[src/logic/map_pkg.sv]
package map_pkg;

    // ==============================
    // region decode
    // ==============================

    localparam int REGION_WIDTH = 4;

    typedef logic [REGION_WIDTH-1:0] region_t; // top bits of the byte address

    localparam region_t REGION_RAM   = region_t'(0);
    localparam region_t REGION_UART  = region_t'(1);
    localparam region_t REGION_TIMER = region_t'(2);

    // ==============================
    // device word offsets
    // ==============================

    localparam int RAM_ADDR_WIDTH   = 10; // 1024 words of sram
    localparam int UART_ADDR_WIDTH  = 2;
    localparam int TIMER_ADDR_WIDTH = 1;

    localparam int DEV_ADDR_WIDTH =
        (RAM_ADDR_WIDTH >= UART_ADDR_WIDTH && RAM_ADDR_WIDTH >= TIMER_ADDR_WIDTH) ?
            RAM_ADDR_WIDTH :
        (UART_ADDR_WIDTH >= TIMER_ADDR_WIDTH) ?
            UART_ADDR_WIDTH :
            TIMER_ADDR_WIDTH; // every device port carries the widest offset

    // uart register offsets
    localparam int UART_REG_DATA   = 0;
    localparam int UART_REG_STATUS = 1;
    localparam int UART_REG_CTRL   = 2;

    // timer register offsets
    localparam int TIMER_REG_COUNT   = 0;
    localparam int TIMER_REG_EXPIRED = 1;

endpackage

[src/logic/bus_pkg.sv]
package bus_pkg;

    // ==============================
    // widths
    // ==============================

    localparam int ADDR_WIDTH = 32;
    localparam int WORD_WIDTH = 32;
    localparam int MASK_WIDTH = WORD_WIDTH / 8; // one enable per byte lane

    typedef logic [ADDR_WIDTH-1:0]              addr_t;
    typedef logic [WORD_WIDTH-1:0]              word_t;
    typedef logic [MASK_WIDTH-1:0]              mask_t;
    typedef logic [map_pkg::DEV_ADDR_WIDTH-1:0] dev_addr_t; // word offset inside a device

    // ==============================
    // request and response
    // ==============================

    typedef struct packed {
        logic  read;
        logic  write;
        addr_t address;
        word_t data_wr;
        mask_t mask;
    } cpu_req_t;

    typedef struct packed {
        word_t data_rd;
        logic  stall;
        logic  interrupt;
    } cpu_rsp_t;

    typedef struct packed {
        logic      read;
        logic      write;
        dev_addr_t address;
        word_t     data_wr;
        mask_t     mask;
    } dev_req_t;

    typedef struct packed {
        word_t data_rd;
        logic  stall;
        logic  interrupt;
    } dev_rsp_t;

endpackage

[src/logic/data_bus.sv]
`timescale 1ns/1ns

module data_bus (
    input  bus_pkg::cpu_req_t cpu,
    output bus_pkg::cpu_rsp_t cpu_rsp,
    output bus_pkg::dev_req_t ram_req,
    output bus_pkg::dev_req_t uart_req,
    output bus_pkg::dev_req_t timer_req,
    input  bus_pkg::dev_rsp_t ram_rsp,
    input  bus_pkg::dev_rsp_t uart_rsp,
    input  bus_pkg::dev_rsp_t timer_rsp
);

    map_pkg::region_t region;

    assign region = cpu.address[bus_pkg::ADDR_WIDTH - 1 -: map_pkg::REGION_WIDTH];

    always_comb begin
        // payload fans out to every device, only the strobes are steered
        ram_req         = '0;
        ram_req.address = bus_pkg::dev_addr_t'(cpu.address[2 +: map_pkg::RAM_ADDR_WIDTH]);
        ram_req.data_wr = cpu.data_wr;
        ram_req.mask    = cpu.mask;

        uart_req         = '0;
        uart_req.address = bus_pkg::dev_addr_t'(cpu.address[2 +: map_pkg::UART_ADDR_WIDTH]);
        uart_req.data_wr = cpu.data_wr;
        uart_req.mask    = cpu.mask;

        timer_req         = '0;
        timer_req.address = bus_pkg::dev_addr_t'(cpu.address[2 +: map_pkg::TIMER_ADDR_WIDTH]);
        timer_req.data_wr = cpu.data_wr;
        timer_req.mask    = cpu.mask;

        cpu_rsp.data_rd   = '0;
        cpu_rsp.stall     = 1'b0;
        cpu_rsp.interrupt = uart_rsp.interrupt; // only the uart can interrupt

        unique case (region)
            map_pkg::REGION_RAM: begin
                ram_req.read    = cpu.read;
                ram_req.write   = cpu.write;
                cpu_rsp.data_rd = ram_rsp.data_rd;
                cpu_rsp.stall   = ram_rsp.stall;
            end

            map_pkg::REGION_UART: begin
                uart_req.read   = cpu.read;
                uart_req.write  = cpu.write;
                cpu_rsp.data_rd = uart_rsp.data_rd;
                cpu_rsp.stall   = uart_rsp.stall; // full fifo holds the cpu
            end

            map_pkg::REGION_TIMER: begin
                timer_req.read  = cpu.read;
                timer_req.write = cpu.write;
                cpu_rsp.data_rd = timer_rsp.data_rd;
                cpu_rsp.stall   = timer_rsp.stall;
            end

            default: begin
                cpu_rsp.data_rd = '0; // unmapped space reads as zero
            end
        endcase
    end

endmodule

[config.mk]
export PLATFORM = sky130hd
export DESIGN_NAME = data_bus
export DESIGN_NICKNAME = d
export VERILOG_FILES = /design/src/logic/map_pkg.sv /design/src/logic/bus_pkg.sv /design/src/logic/data_bus.sv
export SDC_FILE = /design/constraint.sdc
export NUM_CORES = 1
export LEC_CHECK = 0
export BUFFER_PORTS_ARGS = -buffer_cell sky130_fd_sc_hd__buf_2
export CAP_MARGIN = 20
export CORE_AREA = 2 2 137 139
export DETAILED_ROUTE_END_ITERATION = 10
export DIE_AREA = 0 0 139 141
export PLACE_DENSITY_LB_ADDON = 0.08
export SYNTH_ARGS = -nofsm -noshare
export SYNTH_HDL_FRONTEND = slang
export SYNTH_SLANG_ARGS = --single-unit
[constraint.sdc]
create_clock -name vclk -period 1.2
set_input_delay 0.18 -clock vclk [all_inputs]
set_output_delay 0.18 -clock vclk [all_outputs]
set_load 0.005 [all_outputs]
== Yosys cells after proc, flatten, opt, wreduce, memory -nomap -nowiden ==
Index checks and enable logic that the tools add are counted.

* Output and inout port bits: 178
* Word-level logic and storage cells: 8
* Bits in registers: 0

* Eq/ne operators: 2
* Reduce and logical (&&, ||, !) cells: 1
* Multiplexer cells: 5

{| class="wikitable"
|+ Operator list
! cell !! number
|-
| one-hot mux 32 bit (3 select lines) || 1
|-
| two-way mux 2 bit || 3
|-
| == test 4 x 1 -> 1 bit (second input constant) || 1
|-
| == test 4 x 2 -> 1 bit (second input constant) || 1
|-
| zero test 4 bit || 1
|-
| one-hot mux 1 bit (3 select lines) || 1
|}

== Longest topological paths before layout ==
* Word-level depth: 2
* Mapped depth: 4

== Least setup slack after synthesis ==
OpenSTA, ideal clock, no wires.

* Path kind: input -> output
* Start: in cpu[64] (netlist name)
* End: out cpu_rsp[28] (netlist name)
* Data required time: 1.020 ns
* Cell stages on the path: 4
* Slack: 0.035 ns
* Buffers on the path: 2
* Arrival: 0.985 ns
* Cell sequence: or3_1 -> buf_6 -> buf_6 -> o2bb2ai_1

{| class="wikitable"
|+ RTL lines
! item !! line !! text
|-
| start: declaration || data_bus.sv:4 || <nowiki>input bus_pkg::cpu_req_t cpu,</nowiki>
|-
| end: declaration || data_bus.sv:5 || <nowiki>output bus_pkg::cpu_rsp_t cpu_rsp,</nowiki>
|}

==> impl_metrics.env <==
export IMPL_start_util_pct=10.3
export IMPL_synthTopCellsByArea="buf_4 (57%), mux2i_1 (18%), o2bb2ai_1 (14%)"
export IMPL_drive_above_1_share_pct=79.2
export IMPL_synth_top_area_share_pct=56.9
export IMPL_clock_fmax_ghz=0.733
export IMPL_grt_max_degree=15
export IMPL_end_kind="output port"
export IMPL_rsz0062_at_grt="true"
export IMPL_drt_pass1_iter_count=3
export IMPL_finalCritPeriodShare_pct=114
export IMPL_core_area_sq_um=18300
export IMPL_violations="negative setup slack"
export IMPL_die_area_sq_um=19600
export IMPL_worstSetupPathType="input pin to output port"
export IMPL_powerDensity_nw_per_um2=253
export IMPL_synth_area_sq_um=1870
export IMPL_ioPinCount=350
export IMPL_wl_um=6770
export IMPL_syn_avg_cell_area_sq_um=8.29
export IMPL_arrival_ns=1.19
export IMPL_critPathSlowestCell="nor4b_4"
export IMPL_antenna_found_initial=0
export IMPL_grt_pass1_wl_um=9220
export IMPL_num_rows=50
export IMPL_seq_area_sq_um=0
export IMPL_nets=429
export IMPL_syn2layout_area_growth_pct=25.3
export IMPL_required_ns=1.02
export IMPL_min_period_ns=1.37
export IMPL_ys_seq_area_share_pct=0
export IMPL_grt_pass1_vias=1556
export IMPL_critPathMaxStageDelay_ns=0.31
export IMPL_chipHeight_um=141
export IMPL_clkbuf_count=0
export IMPL_hpwl_um=5350
export IMPL_leakage_nw=1.18
export IMPL_maxCapViolCount=0
export IMPL_worstPathCellList="buf_8, nor4b_4, buf_6, clkbuf_16, o2bb2ai_2, buf_2"
export IMPL_wl_per_cell_um=13.8
export IMPL_status="finished with violations"
export IMPL_syn_inst=226
export IMPL_slew_viol_final=0
export IMPL_ant_nets=0
export IMPL_grt_overflow_total=0
export IMPL_dp_cells=482
export IMPL_die_w_um=139
export IMPL_grt_use_total_pct=5.94
export IMPL_finalSetupViolations=39
export IMPL_seq_cells=0
export IMPL_ir_drop_mv=0.0703
export IMPL_finalHoldViolCount=0
export IMPL_hp_class="input pin to output port"
export IMPL_synth_largest_area_cell="buf_4"
export IMPL_antennaDiodeCount=0
export IMPL_layout_commonest_cell="buf_2"
export IMPL_hold_buffers=0
export IMPL_yosysWarnings=0
export IMPL_gp_congestion=0.732
export IMPL_critPathLaunchType="input pin"
export IMPL_final_cell_mix="buf_2 (137), mux2i_1 (30), o2bb2ai_2 (29)"
export IMPL_setup_slack_ns=-0.165
export IMPL_synth_cell_types=13
export IMPL_final_cells=489
export IMPL_route_detailed_drc=0
export IMPL_drtIter0Drc=16
export IMPL_portBuffers=144
export IMPL_viasPerCell=3.06
export IMPL_tns_ns=-5.27
export IMPL_dr_total_vias=1497
export IMPL_crit_fanout=5
routing by layer:
layer,vias up,routed length (um),GRT usage [%]
met5,-,0,0
met4,0,354,3.14
met3,40,603,1.12
met2,101,3260,10.5
met1,674,2560,6.84
li1,682,-,-
logic make-up (layout without fill, tap and decap cells):
kind of cell,Yosys count,after routing,synth area share (%)
AO/OA/AOI/OAI,33,33,16.8
multiplexers,33,33,17.6
buffers and inverters,150,163,61.4
AND/OR/NAND/NOR,9,9,4.01
other,1,17,0.200
cells in the mapped netlist:
master / count
buf_2: 1
mux2i_1: 33
nor4b_4: 1
o2bb2ai_1: 29
nor3b_1: 2
or3_1: 1
nor3_1: 1
conb_1: 1
buf_4: 142
and3_1: 2
buf_6: 7
and2_1: 2
o2bb2ai_2: 4
path summary, 6_finish.rpt:
check / start / end / slack (ns) / depth (start not counted)
setup / recovery: cpu[67] / cpu_rsp[17] / -0.17 / 6
hold / removal: cpu[15] / timer_req[15] / 0.36 / 0
final cells by class:
type / instances / area [sq um]
fillers: 2116 / 15900
multi-input cells: 92 / 990
well taps: 234 / 293
repair buffers: 163 / 1060
metrics by stage:
step	worst slack, ns	hold slack, ns	instance area (sq um)	total power, mW	util (%)
after floorplan	0.0348	0.441	1930	0.568	-
after global routing	-0.244	0.360	2350	0.645	12.8
after CTS	-0.170	0.360	2140	0.546	11.7
after global placement	-0.275	0.360	1900	0.474	10.4
final	-0.165	0.360	2350	0.594	12.8
after detailed placement	-0.297	0.360	1900	0.471	10.4
worst max-delay path, delay by kind of cell:
| family | cells | cell delay [ns] |
|---|---|---|
| buf+inv | 4 | 0.60 |
| compound gates | 1 | 0.09 |
| simple gates | 1 | 0.31 |
where the power goes:
part	internal, mW	switching [mW]
clock network	0	0
logic	0.336	0.258
registers	0	0
total	0.336	0.258
repair_timing:
| action | 4_1_cts | 5_1_grt |
|---|---|---|
| resized for setup | 42 | 27 |
| cloned | 2 | 2 |
| setup buffers | 2 | 2 |
| pin swaps | 8 | 6 |
| setup endpoints to repair | 39 | 39 |
(Power assumes the default switching activity.)
