$ cat src/logic/map_pkg.sv
package map_pkg;

    // ==============================
    // region decode
    // ==============================

    localparam int REGION_WIDTH = 4;

    typedef logic [REGION_WIDTH-1:0] region_t; // top bits of the byte address

    localparam region_t REGION_RAM   = region_t'(0);
    localparam region_t REGION_UART  = region_t'(1);
    localparam region_t REGION_TIMER = region_t'(2);

    // ==============================
    // device word offsets
    // ==============================

    localparam int RAM_ADDR_WIDTH   = 10; // 1024 words of sram
    localparam int UART_ADDR_WIDTH  = 2;
    localparam int TIMER_ADDR_WIDTH = 1;

    localparam int DEV_ADDR_WIDTH =
        (RAM_ADDR_WIDTH >= UART_ADDR_WIDTH && RAM_ADDR_WIDTH >= TIMER_ADDR_WIDTH) ?
            RAM_ADDR_WIDTH :
        (UART_ADDR_WIDTH >= TIMER_ADDR_WIDTH) ?
            UART_ADDR_WIDTH :
            TIMER_ADDR_WIDTH; // every device port carries the widest offset

    // uart register offsets
    localparam int UART_REG_DATA   = 0;
    localparam int UART_REG_STATUS = 1;
    localparam int UART_REG_CTRL   = 2;

    // timer register offsets
    localparam int TIMER_REG_COUNT   = 0;
    localparam int TIMER_REG_EXPIRED = 1;

endpackage

$ cat src/logic/bus_pkg.sv
package bus_pkg;

    // ==============================
    // widths
    // ==============================

    localparam int ADDR_WIDTH = 32;
    localparam int WORD_WIDTH = 32;
    localparam int MASK_WIDTH = WORD_WIDTH / 8; // one enable per byte lane

    typedef logic [ADDR_WIDTH-1:0]              addr_t;
    typedef logic [WORD_WIDTH-1:0]              word_t;
    typedef logic [MASK_WIDTH-1:0]              mask_t;
    typedef logic [map_pkg::DEV_ADDR_WIDTH-1:0] dev_addr_t; // word offset inside a device

    // ==============================
    // request and response
    // ==============================

    typedef struct packed {
        logic  read;
        logic  write;
        addr_t address;
        word_t data_wr;
        mask_t mask;
    } cpu_req_t;

    typedef struct packed {
        word_t data_rd;
        logic  stall;
        logic  interrupt;
    } cpu_rsp_t;

    typedef struct packed {
        logic      read;
        logic      write;
        dev_addr_t address;
        word_t     data_wr;
        mask_t     mask;
    } dev_req_t;

    typedef struct packed {
        word_t data_rd;
        logic  stall;
        logic  interrupt;
    } dev_rsp_t;

endpackage

$ cat src/logic/byte_fifo.sv
`timescale 1ns/1ns

module byte_fifo #(
    parameter int DEPTH = 4
) (
    input  logic                         clk,
    input  logic                         arst_n,
    input  logic                         push,
    input  logic [7:0]                   push_data,
    output logic                         full,
    input  logic                         pop,
    output logic [7:0]                   pop_data,
    output logic                         empty,
    output logic [$clog2(DEPTH + 1)-1:0] count
);

    localparam int PTR_W = (DEPTH > 1) ? $clog2(DEPTH) : 1;
    localparam int CNT_W = $clog2(DEPTH + 1);

    logic [7:0]       mem [DEPTH];
    logic [PTR_W-1:0] rd_ptr;
    logic [PTR_W-1:0] wr_ptr;
    logic             do_push;
    logic             do_pop;

    function automatic logic [PTR_W-1:0] next_ptr(input logic [PTR_W-1:0] ptr);
        return (ptr == PTR_W'(DEPTH - 1)) ? '0 : ptr + 1'b1; // wraps for any depth
    endfunction

    assign full     = (count == CNT_W'(DEPTH));
    assign empty    = (count == '0);
    assign do_push  = push && !full;
    assign do_pop   = pop && !empty;
    assign pop_data = mem[rd_ptr]; // head is visible before the pop

    always_ff @(posedge clk or negedge arst_n) begin
        if (!arst_n) begin
            rd_ptr <= '0;
            wr_ptr <= '0;
            count  <= '0;
        end else begin
            if (do_push) wr_ptr <= next_ptr(wr_ptr);
            if (do_pop) rd_ptr <= next_ptr(rd_ptr);
            if (do_push && !do_pop) count <= count + 1'b1;
            else if (do_pop && !do_push) count <= count - 1'b1;
        end
    end

    always_ff @(posedge clk) begin
        if (do_push) mem[wr_ptr] <= push_data;
    end

endmodule

$ cat src/logic/uart_tx.sv
`timescale 1ns/1ns

module uart_tx #(
    parameter int CLKS_PER_BIT = 8,
    parameter int FIFO_DEPTH   = 4
) (
    input  logic              clk,
    input  logic              arst_n,
    input  bus_pkg::dev_req_t req,
    output bus_pkg::dev_rsp_t rsp,
    output logic              tx
);

    localparam int CLK_W = (CLKS_PER_BIT > 1) ? $clog2(CLKS_PER_BIT) : 1;
    localparam int CNT_W = $clog2(FIFO_DEPTH + 1);

    typedef logic [map_pkg::UART_ADDR_WIDTH-1:0] reg_sel_t;
    typedef enum logic [1:0] {TX_IDLE, TX_START, TX_DATA, TX_STOP} tx_state_t;

    tx_state_t        tx_state;
    reg_sel_t         reg_sel;
    logic [CLK_W-1:0] clk_cnt;
    logic [2:0]       bit_idx;
    logic [7:0]       shift_q;
    logic [7:0]       fifo_data;
    logic [CNT_W-1:0] fifo_count;
    logic             fifo_push;
    logic             fifo_pop;
    logic             fifo_full;
    logic             fifo_empty;
    logic             bit_end;
    logic             busy;
    logic             irq_en;

    assign reg_sel   = req.address[map_pkg::UART_ADDR_WIDTH-1:0];
    assign fifo_push = req.write && (reg_sel == reg_sel_t'(map_pkg::UART_REG_DATA)) && !fifo_full;
    assign fifo_pop  = (tx_state == TX_IDLE) && !fifo_empty;
    assign bit_end   = (clk_cnt == CLK_W'(CLKS_PER_BIT - 1));
    assign busy      = (tx_state != TX_IDLE);

    byte_fifo #(.DEPTH(FIFO_DEPTH)) i_byte_fifo (
        .clk(clk), .arst_n(arst_n), .push(fifo_push), .push_data(req.data_wr[7:0]),
        .full(fifo_full), .pop(fifo_pop), .pop_data(fifo_data), .empty(fifo_empty),
        .count(fifo_count)
    );

    always_ff @(posedge clk or negedge arst_n) begin
        if (!arst_n) irq_en <= 1'b0;
        else if (req.write && reg_sel == reg_sel_t'(map_pkg::UART_REG_CTRL)) irq_en <= req.data_wr[0];
    end

    always_comb begin
        rsp.stall     = req.write && (reg_sel == reg_sel_t'(map_pkg::UART_REG_DATA)) && fifo_full;
        rsp.interrupt = irq_en && fifo_empty && !busy; // whole queue has drained
        case (reg_sel)
            reg_sel_t'(map_pkg::UART_REG_STATUS): rsp.data_rd = {16'b0, 8'(fifo_count), 6'b0, busy, fifo_empty};
            reg_sel_t'(map_pkg::UART_REG_CTRL):   rsp.data_rd = {31'b0, irq_en};
            default:                              rsp.data_rd = '0;
        endcase
    end

    // ==============================
    // 8N1 transmitter
    // ==============================

    always_ff @(posedge clk or negedge arst_n) begin
        if (!arst_n) begin
            tx_state <= TX_IDLE;
            clk_cnt  <= '0;
            bit_idx  <= '0;
        end else begin
            clk_cnt <= (tx_state == TX_IDLE || bit_end) ? '0 : clk_cnt + 1'b1;
            case (tx_state)
                TX_IDLE:  if (fifo_pop) tx_state <= TX_START;
                TX_START: if (bit_end) tx_state <= TX_DATA;
                TX_DATA: begin
                    if (bit_end) begin
                        bit_idx <= bit_idx + 1'b1; // wraps back to 0 after bit 7
                        if (bit_idx == 3'd7) tx_state <= TX_STOP;
                    end
                end
                default:  if (bit_end) tx_state <= TX_IDLE;
            endcase
        end
    end

    always_ff @(posedge clk) begin
        if (fifo_pop) shift_q <= fifo_data;
        else if (tx_state == TX_DATA && bit_end) shift_q <= shift_q >> 1; // lsb goes first
    end

    always_comb begin
        case (tx_state)
            TX_START: tx = 1'b0;
            TX_DATA:  tx = shift_q[0];
            default:  tx = 1'b1; // line idles high and stop bit is high
        endcase
    end

endmodule

$ cat config.mk
export PLATFORM = sky130hd
export DESIGN_NAME = uart_tx
export DESIGN_NICKNAME = d
export VERILOG_FILES = /design/src/logic/map_pkg.sv /design/src/logic/bus_pkg.sv /design/src/logic/byte_fifo.sv /design/src/logic/uart_tx.sv
export SDC_FILE = /design/constraint.sdc
export NUM_CORES = 1
export LEC_CHECK = 0
export ABC_AREA = 1
export BUFFER_PORTS_ARGS = -buffer_cell sky130_fd_sc_hd__buf_4
export CAP_MARGIN = 0
export CORE_MARGIN = 10
export CORE_UTILIZATION = 47
export DETAILED_ROUTE_END_ITERATION = 6
export PLACE_DENSITY = 0.76
export SYNTH_ARGS = -nofsm -noshare
export SYNTH_HDL_FRONTEND = slang
export SYNTH_HIERARCHICAL = 1
export SYNTH_SLANG_ARGS = --single-unit
$ cat constraint.sdc
create_clock -name clk -period 1.98 [get_ports clk]
set_input_delay 0.198 -clock clk [delete_from_list [all_inputs] [get_ports clk]]
set_output_delay 0.198 -clock clk [all_outputs]
set_load 0.02 [all_outputs]
# Word level (Yosys, flattened, before mapping)

Memories as Yosys holds them, arrays and structs flattened.
Cells that the tools add are included.

Register bits after elaboration: 24
RAM bits: 32
Input port bits: 50
Output and inout bits: 35
Word-level logic and storage cells: 72
Memories: 1

Add/subtract/negate cells: 6
Eq/ne operators: 13
Multiplexer cells: 17
Reduce and logical (&&, ||, !) cells: 27

Memory list:

| memory          | depth | bits a word | read ports | clocked after memory_dff | wr ports | RTL line        | source |
|---|---|---|---|---|---|---|---|
| i_byte_fifo.mem | 4     | 8           | 1          | 0                        | 1        | byte_fifo.sv:20 | `logic [7:0] mem [DEPTH];` |

Operators with widths:

| operator                                              | count |
|---|---|
| case mux 11 bit (2 select lines)                      | 1 |
| 2-to-1 mux 8 bit                                      | 2 |
| 2-to-1 mux 2 bit                                      | 7 |
| logical AND 1 bit                                     | 12 |
| adder 3 x 1 -> 3 bit, second input constant           | 3 |
| == test 3 bit, second input constant                  | 3 |
| 2-to-1 mux 3 bit                                      | 3 |
| == test 2 bit, second input constant                  | 4 |
| nonzero test 2 bit                                    | 4 |
| inequality test 2 bit, second input constant          | 3 |
| case mux 2 bit (3 select lines)                       | 1 |
| logical NOT 1 bit                                     | 5 |
| AND reduction 5 bit                                   | 1 |
| adder 2 x 1 -> 2 bit, second input constant           | 2 |
| == test 2 x 1 -> 1 bit, second input constant         | 2 |
| logical NOT 2 bit                                     | 2 |
| logical NOT 3 bit                                     | 1 |
| subtractor 3 x 1 -> 3 bit, second input constant      | 1 |
| 2-to-1 mux 1 bit                                      | 2 |
| inequality test 2 x 1 -> 1 bit, second input constant | 1 |
| case mux 1 bit (2 select lines)                       | 1 |
| AND reduction 2 bit                                   | 1 |
| logical OR 1 bit                                      | 1 |

# Depth between registers and ports, before layout

Gate-level depths: netlist (run 1).

Depth in word-level cells: 8
Mapped depth: 15
Mapped depth without buffers: 15

# Cells and area by module

Netlist (run 1), hierarchy kept.

Modules (own cells, without submodules):

| module    | instances | cells each | area an instance (µm²) | seq. area each (µm²) |
|---|---|---|---|---|
| byte_fifo | 1         | 154        | 1,759.2                | 1,136.1 |
| uart_tx   | 1         | 139        | 1,167.4                | 465.4 |

# Worst setup path after synthesis (run 1)

No wires, ideal clock.

Path kind: reg-to-reg
Start: reg tx_state[0]
End: reg i_byte_fifo.count[1]
Setup time: 0.126 ns
Arrival time: 1.881 ns
Setup slack: -0.027 ns
Cell stages (with the launch flop): 11
Clock period less this slack: 2.007 ns
Path through: dfrtp_1 > inv_1 > ha_1 > nand2_2 > inv_2 > nand2_1 > ha_1 > inv_1 > fa_1 > nand2_1 > o21ai_0

Word-level cells in the longest chain between the ends: 6
Elaborated cells between the ends (all ways): 8
Classes of those cells: mux: 1; reduce/logical: 7

Ends and longest elaborated chain:

| what                                                          | RTL line        | source |
|---|---|---|
| from (decl)                                                   | uart_tx.sv:20   | `tx_state_t tx_state;` |
| from (signal assigned)                                        | uart_tx.sv:68   | `tx_state <= TX_IDLE;` |
| from (signal assigned)                                        | uart_tx.sv:74   | `TX_IDLE: if (fifo_pop) tx_state <= TX_START;` |
| from (signal assigned)                                        | uart_tx.sv:75   | `TX_START: if (bit_end) tx_state <= TX_DATA;` |
| logical NOT 2 bit *                                           | uart_tx.sv:37   | `assign fifo_pop = (tx_state == TX_IDLE) && !fifo_empty;` |
| logical AND 1 bit *                                           | uart_tx.sv:37   |  |
| net fifo_pop                                                  | uart_tx.sv:28   | `logic fifo_pop;` |
| logical AND 1 bit *                                           | byte_fifo.sv:33 | `assign do_pop = pop && !empty;` |
| logical NOT 1 bit                                             | byte_fifo.sv:44 | `if (do_push && !do_pop) count <= count + 1'b1;` |
| logical AND 1 bit                                             | byte_fifo.sv:44 |  |
| 2-to-1 mux 3 bit / nonzero test 2 bit (equally long branches) | -               |  |
| to (signal assigned)                                          | byte_fifo.sv:44 |  |
| to (signal assigned)                                          | byte_fifo.sv:45 | `else if (do_pop && !do_push) count <= count - 1'b1;` |
| to (decl)                                                     | byte_fifo.sv:14 | `output logic [$clog2(DEPTH + 1)-1:0] count` |

Mark *: on every way through the listed nets, which the timed path passes. The rest lies on a longest branch.
A chain may end at the register's enable or synchronous reset.

# Final worst setup path (run 1)

Start: reg i_byte_fifo.count[2]
End: reg i_byte_fifo.count[1]

Word-level cells in the longest chain between the ends: 7
Elaborated cells between the ends (all ways): 14
Classes of those cells: eq/ne: 1; mux: 1; reduce/logical: 12

Ends and longest elaborated chain:

| what                                                          | RTL line        | source |
|---|---|---|
| logical NOT 3 bit *                                           | byte_fifo.sv:31 | `assign empty = (count == '0);` |
| net fifo_empty                                                | uart_tx.sv:30   | `logic fifo_empty;` |
| logical NOT 1 bit *                                           | uart_tx.sv:37   |  |
| logical AND 1 bit *                                           | uart_tx.sv:37   |  |
| net fifo_pop                                                  | uart_tx.sv:28   |  |
| logical AND 1 bit *                                           | byte_fifo.sv:33 |  |
| logical NOT 1 bit                                             | byte_fifo.sv:44 |  |
| logical AND 1 bit                                             | byte_fifo.sv:44 |  |
| 2-to-1 mux 3 bit / nonzero test 2 bit (equally long branches) | -               |  |

Marked as above.

==> results.md, run 1 <==
* Number of cells produced by synthesis at 293
* Number of buffers on the longest clock path at 2
* Internal reg-to-reg setup slack at 100 ps
* Multiplexer share of the synthesized area at 0.00770
* Number of hold violations in the final report at 0
* Number of global-route vias before repair at ~1800
* Minimum period implied by the final worst setup slack at between 1500 and 2000 ps
* P&R area growth vs syn at 14.2%
* Data required time at the worst endpoint at 2180 ps
* Logic pwr share at 0.222
* Final worst clock skew at 5.08 ps
* Placed inst area at around 3100 sq um
* Portion of total power attributed to sequential cells at 0.530
* Number of buffers inserted during clock tree synthesis at 5
* First-pass detailed-route iteration total at 4
* CTS clk-pin slew, worst paths at approximately 100 ps
* Total standard cell area after synthesis at 2930 sq um
* GRT Overall Usage at 0.0977
* Fillers at 517
* Post-synthesis average cell area at about 10 sq um
* Critical path origin: i_byte_fifo/count[2]
* Half-perimeter wire length after placement at between 3 and 4 mm
* Drt drc at 0
* Drt first-iter violations at 60
* Reg-to-reg critical path endpoint: i_byte_fifo/count[1]
* Synth Area in Compound Gates at 0.0547
* I/O pin count at 85
* Starting density of the core at 0.489
* Number of rows created at floorplan at 28
* CTS Root Buffer Type: clkbuf_8
* Fraction of final layout cells with drive strength greater than 1 at 0.192
* Cell Pwr Density at around 790 nW/um^2
* Simple-gate share of the synthesized area at 0.147
* Unrepaired setup endpoints after global routing: yes
* Adder and majority cell fraction of the synthesized area at 0.0838
* Worst skew pair latency at around 310 ps
* Max H-tree Level at 2
* Worst path setup slack after routing at roughly 100 ps
* Final Routed Wirelength at 4.72 mm
* Worst path arrival time at 2080 ps
* Average wire per standard cell at approximately 11 microns
* Leak pwr at 1.68 nW
* Via count at between 1500 and 2000
* Yosys warns at 6
* Register area share after synthesis at 0.547
* Final GP Congestion at 0.766
* Fraction of the cycle the final worst path needs at 0.950
* Core occupancy in the finished layout at 0.558
* Launch point of the worst reg-to-reg path: i_byte_fifo/count[2]
* Yosys reg bits at 56
* Remaining global-route overflow at 0
* Outcome: complete, no violations
* Critical path startpoint category: flip-flop
* Post-layout net count at a little over 400
* Number of max-slew violations in the final report at 0
* Power share of the clock group at 0.248
* Final setup vio count at 0
* Die Height at between 90 and 100 microns
* Power Internal at ~1.9 mW
* Wire length of the first global-routing pass at between 7 and 8 mm
* Power spent charging and discharging nets at slightly below 800 uW
* I/O Buffers at 20
* VDD IR max at ~0.57 mV
* # clock sinks at 56
* Class of the tightest hold or removal check: input port to flip-flop
* Endpoint of the worst setup timing path: i_byte_fifo/count[1]
* Number of antenna violations at the first check in global routing at 0
* Highest clock rate at approximately 530 MHz
* Horizontal die dimension at approximately 99 microns
* Post-route antenna net violation count at 0
* Net switching fraction of the power at 0.293
* Largest family of logic cells by synthesized area: buffers and inverters
* XOR/XNOR share of the synthesized area at 0.00599
* TritonCTS clock tree: done
* Worst setup timing slack at the placement stage at 33.7 ps
* Core region area at between 5000 and 6000 sq um
* Pin count of the biggest net entering global routing at 36
* Kind of end point of the critical path: flip-flop
* Number of distinct library cells after synthesis at 22
* Critical Setup Path Class: flip-flop to flip-flop
* Maxcap violations at 0
* Vias per cell at 4.58
* Area of the die at approximately 9800 sq um
* Final non-filler cell area at between 3000 and 4000 sq um
* Total power at 2.63 mW
* ANT cells at 0
* R2r worst-path depth at 12
* Critical path peak fanout at 4
[cells in the mapped netlist]
master,instances,area [sq um]
nand4_1,1,6.26
nand3_1,10,50.1
buf_4,27,203
inv_2,1,3.75
fa_1,1,20.0
conb_1,1,3.75
xnor2_1,2,17.5
a21oi_1,1,5.00
mux2_2,2,22.5
inv_1,49,184
o21bai_1,1,7.51
a21boi_0,1,7.51
o211ai_1,15,113
o21ai_0,3,15.0
dfrtp_1,16,400
buf_6,5,56.3
nor2_1,21,78.8
edfxtp_1,40,1200
ha_1,18,225
nand2_2,2,12.5
o211ai_2,1,12.5
nand2_1,75,282
[repair_timing]
item	4_1_cts	5_1_grt
setup endpoints to repair	0	2
gates resized for setup	0	11
endpoints found under the hold margin	16	0
hold buffers	1	0
buffers inserted	0	6
[final cells by class]
cell class,count,area [sq um],area share
multi-input combinational,181,1020,0.306
inverter,50,188,0.0562
timing repair buffer,43,338,0.101
clock inverter,3,28.8,0.00861
sequential,56,1600,0.480
clock buffer,5,68.8,0.0206
tap,75,93.8,0.0281
[layout by cell type, fill, tap and decap left out]
cell	Yosys	layout
dfrtp_2	0	1
ha_4	0	2
edfxtp_1	40	40
dfrtp_1	16	15
clkbuf_8	0	5
nand2_2	2	2
inv_1	49	47
mux2_2	2	2
o21ai_0	3	3
xnor2_1	2	2
nor2_2	0	1
nand2_4	0	2
nor2_1	21	20
nand3_1	10	10
conb_1	1	27
a21boi_0	1	1
nand2_1	75	73
inv_2	1	3
o21bai_1	1	1
inv_8	0	1
nand4_1	1	1
ha_1	18	16
buf_4	27	41
inv_6	0	2
dlygate4sd3_1	0	1
buf_12	0	1
a21oi_1	1	1
fa_2	0	1
o211ai_1	15	15
o211ai_2	1	1
[per-stage QoR]
step,cells,hold WS [ps],TNS (ps)
2_1_floorplan,319,-97.6,0
3_3_place_gp,398,70.5,0
3_5_place_dp,398,74.1,0
4_1_cts,407,69.3,0
5_1_grt,413,62.4,-51.4
6_report,413,78.0,0
[layer usage]
layer	up-vias	GRT usage	part of all wire
met5	-	0	0
met4	0	0.0430	0.017
met3	4	0.0412	0.084
met2	52	0.172	0.52
met1	869	0.0985	0.38
li1	966	-	-
[worst max-delay path, cell delays in order, from the launching register on]
cell and delay, ps:
dfrtp_1 400, inv_1 70, nand3_1 100, inv_1 70
inv_1 90, nand2_4 60, inv_2 70, nand2_4 60
ha_4 160, inv_1 100, fa_2 450, nand2_1 80
o21ai_0 70
[flip-flops by register name (all words and copies together) (netlist names)]
| signal | cells |
|---|---|
| bit_idx | 3 |
| clk_cnt | 3 |
| i_byte_fifo/count | 3 |
| i_byte_fifo/mem | 32 |
| i_byte_fifo/rd_ptr | 2 |
| i_byte_fifo/wr_ptr | 2 |
| irq_en | 1 |
| shift_q | 8 |
| tx_state | 2 |
[worst min-delay path by stage]
stage	slack [ps]	depth (start not counted)	to	from
final	80	1	i_byte_fifo/mem[2][3]	req[7]
after global routing	60	1	i_byte_fifo/mem[1][7]	req[11]
after CTS	70	1	i_byte_fifo/mem[3][2]	req[6]
after detailed placement	70	1	clk_cnt[0]	arst_n
after global placement	70	1	clk_cnt[0]	arst_n
after floorplan	-100	0	bit_idx[0]	arst_n
[power by group through the flow]
stage	logic, mW	clock network, mW	registers (mW)
after CTS	0.525	0.673	1.40
after detailed placement	0.524	0	1.42
after floorplan	0.352	0	1.42
final	0.586	0.653	1.40
after global routing	0.677	0.726	1.41
after global placement	0.509	0	1.42
[kinds of logic (layout without fill, tap and decap cells)]
kind of cell / after synthesis / after routing
AND/OR/NAND/NOR: 109 / 109
other: 1 / 27
AO/OA/AOI/OAI: 22 / 22
flip-flops: 56 / 56
multiplexers: 2 / 2
XOR/XNOR: 2 / 2
buffers and inverters: 82 / 101
adder cells (fa/ha/maj): 19 / 19
No activity file was read; power rests on OpenSTA's default activity.
==> run 2: changes to the inputs <==
--- a/config.mk
+++ b/config.mk
@@ -8,10 +8,12 @@
 export ABC_AREA = 1
 export BUFFER_PORTS_ARGS = -buffer_cell sky130_fd_sc_hd__buf_4
 export CAP_MARGIN = 0
+export CELL_PAD_IN_SITES_DETAIL_PLACEMENT = 1
+export CELL_PAD_IN_SITES_GLOBAL_PLACEMENT = 1
 export CORE_MARGIN = 10
-export CORE_UTILIZATION = 47
+export CORE_UTILIZATION = 35
 export DETAILED_ROUTE_END_ITERATION = 6
-export PLACE_DENSITY = 0.76
+export PLACE_DENSITY = 0.75
 export SYNTH_ARGS = -nofsm -noshare
 export SYNTH_HDL_FRONTEND = slang
 export SYNTH_HIERARCHICAL = 1
==> results.md, run 2 (synthesis gave the netlist of run 1 again) <==
* Hold Slack at between 70 and 80 ps
* Final Routed Wirelength at between 6 and 7 mm
* Critical path origin: i_byte_fifo/count[2]
* Critical path peak fanout at 3
* Reg-to-reg critical path endpoint: i_byte_fifo/count[1]
* Library cell appearing most often on the critical path: inv_2
* Post-layout net count at slightly above 400
* Class of the tightest hold or removal check: input port to flip-flop
* Leak pwr at 1.67 nW
* Max H-tree Level at 2
* Critical Setup Path Class: flip-flop to flip-flop
* Wire length of the first global-routing pass at 10.0 mm
* Slowest stage delay, CP at 530 ps
* Depth of the critical timing path with buffers and inverters included at 12
* Max reg flops at 32
* I/O pin count at between 80 and 90
* Number of max-slew violations in the final report at 0
* GR Util met1 at 0.102
* Most frequent cells in the layout: 74 x nand2_1, 45 x inv_1, 40 x edfxtp_1, 40 x buf_4, 27 x conb_1
* Kind of end point of the critical path: flip-flop
* Critical path startpoint category: flip-flop
* Biggest registers after layout: i_byte_fifo/mem x32, shift_q x8
* Worst setup timing slack at the placement stage at -17.0 ps
* CTS Root Buffer Type: clkbuf_8
* VDD IR max at around 0.33 mV
* Highest clock rate at roughly 540 MHz
* Internal reg-to-reg setup slack at about 120 ps
* Number of buffers on the longest clock path at 2
* Met2 Track Usage GR at 0.179
* GR Util met3 at 0.0258
* Maxcap violations at 0
* Worst skew pair latency at about 310 ps
* Vias per cell at about 4.4
* Number of standard cells in the final layout excluding fillers at roughly 440
* CTS clk-pin slew, worst paths at 110 ps
* Data required time at the worst endpoint at between 2000 and 2500 ps
* Via count at about 2000
* ANT cells at 0
* Average wire per standard cell at between 10 and 15 microns
* Launch point of the worst reg-to-reg path: i_byte_fifo/count[2]
* Worst path arrival time at 2090 ps
* I/O Buffers at 20
* Fraction of final layout cells with drive strength greater than 1 at 0.193
* First-pass detailed-route iteration total at 4
* Largest register by flop count: i_byte_fifo/mem
* Drt first-iter violations at 80
* Minimum period implied by the final worst setup slack at about 1900 ps
* # clock sinks at 56
* Number of hold violations in the final report at 0
* Die Height at 111 microns
* Post-Place Cells at between 400 and 500
* TritonCTS clock tree: done
* Unrepaired setup endpoints after global routing: yes
* Endpoint of the worst setup timing path: i_byte_fifo/count[1]
* R2r worst-path depth at 12
* Outcome: complete, no violations
* CP delay by family, top: adder cells
* Final setup vio count at 0
* Fraction of the cycle the final worst path needs at 0.941
* Number of rows created at floorplan at 33
* Number of buffers inserted during clock tree synthesis at 5
* Remaining global-route overflow at 0
* P&R area growth vs syn at 14.7%
* Buffer and inverter count on the worst path at 5
* Horizontal die dimension at ~110 microns
* Most common cell after layout, fill and taps aside: nand2_1
* Gr busiest metal: met2
* Starting density of the core at 0.358
* Area of the die at 12400 sq um
* Post-route antenna net violation count at 0
* Final worst clock skew at approximately 11 ps
* Cell Pwr Density at 804 nW/um^2
* Final GP Congestion at about 0.75
* Number of global-route vias before repair at between 2000 and 2500
* Drt drc at 0
* Cell with the biggest individual delay on the critical path: fa_2
* Core region area at approximately 8000 sq um
* GRT Overall Usage at 0.0953
* Pin count of the biggest net entering global routing at 36
* Cell Chain, Critical Path: inv_2, nand3_2, inv_2, inv_1, nand2_4, inv_2, nand2_2, ha_2, inv_1, fa_2, nand2_1, o21ai_0
* Number of antenna violations at the first check in global routing at 0
* Half-perimeter wire length after placement at 4.37 mm
* Worst path setup slack after routing at about 120 ps
==> run 2: repair_timing <==
item | 4_1_cts | 5_1_grt
endpoints found under the setup margin | 1 | 2
hold buffers | 1 | 0
gates resized for setup | 1 | 9
setup buffers | 2 | 1
hold endpoints to repair | 16 | 0
gates cloned | 0 | 0
pin swaps | 2 | 1
==> run 2: area by class of cell <==
class / count / area, sq um
sequential: 56 / 1600
clock buffer: 5 / 68.8
clock inverter: 3 / 28.8
multi-input combinational: 181 / 1010
inverter: 50 / 188
timing repair buffer: 42 / 330
tap: 105 / 131
fill: 958 / 4820
==> run 2: worst min path at each step <==
stage | slack, ps | cells past startpoint | to | start
floorplan | -100 | 0 | bit_idx[0] | arst_n
global placement | 80 | 1 | clk_cnt[0] | arst_n
detailed placement | 80 | 1 | tx_state[0] | arst_n
CTS | 70 | 1 | i_byte_fifo/mem[3][1] | req[5]
global route | 50 | 1 | i_byte_fifo/mem[1][2] | req[6]
finish | 80 | 1 | i_byte_fifo/mem[1][3] | req[7]
==> run 2: report_power, final <==
| group | internal [mW] | switching (mW) | leakage (nW) | total [mW] |
|---|---|---|---|---|
| combinational | 0.259 | 0.363 | 1.06 | 0.622 |
| clock | 0.268 | 0.408 | 0.0511 | 0.676 |
| sequential | 1.34 | 0.0566 | 0.557 | 1.40 |
| total | 1.87 | 0.827 | 1.67 | 2.70 |
==> run 2: per-layer routing <==
metal | wire, microns | part of all wire
met4 | 68 | 0.011
met2 | 3210 | 0.53
met5 | 0 | 0
met3 | 321 | 0.053
met1 | 2410 | 0.40
==> run 2: metrics by stage <==
| stage | instance area (sq um) | setup TNS, ps | utilization | total power [mW] |
|---|---|---|---|---|
| floorplan | 3030 | 0 | - | 1.78 |
| global placement | 3200 | 0 | 0.392 | 1.94 |
| detailed placement | 3200 | -17.0 | 0.392 | 1.97 |
| CTS | 3330 | 0 | 0.407 | 2.68 |
| global route | 3360 | -13.9 | 0.411 | 2.87 |
| finish | 3360 | 0 | 0.411 | 2.70 |
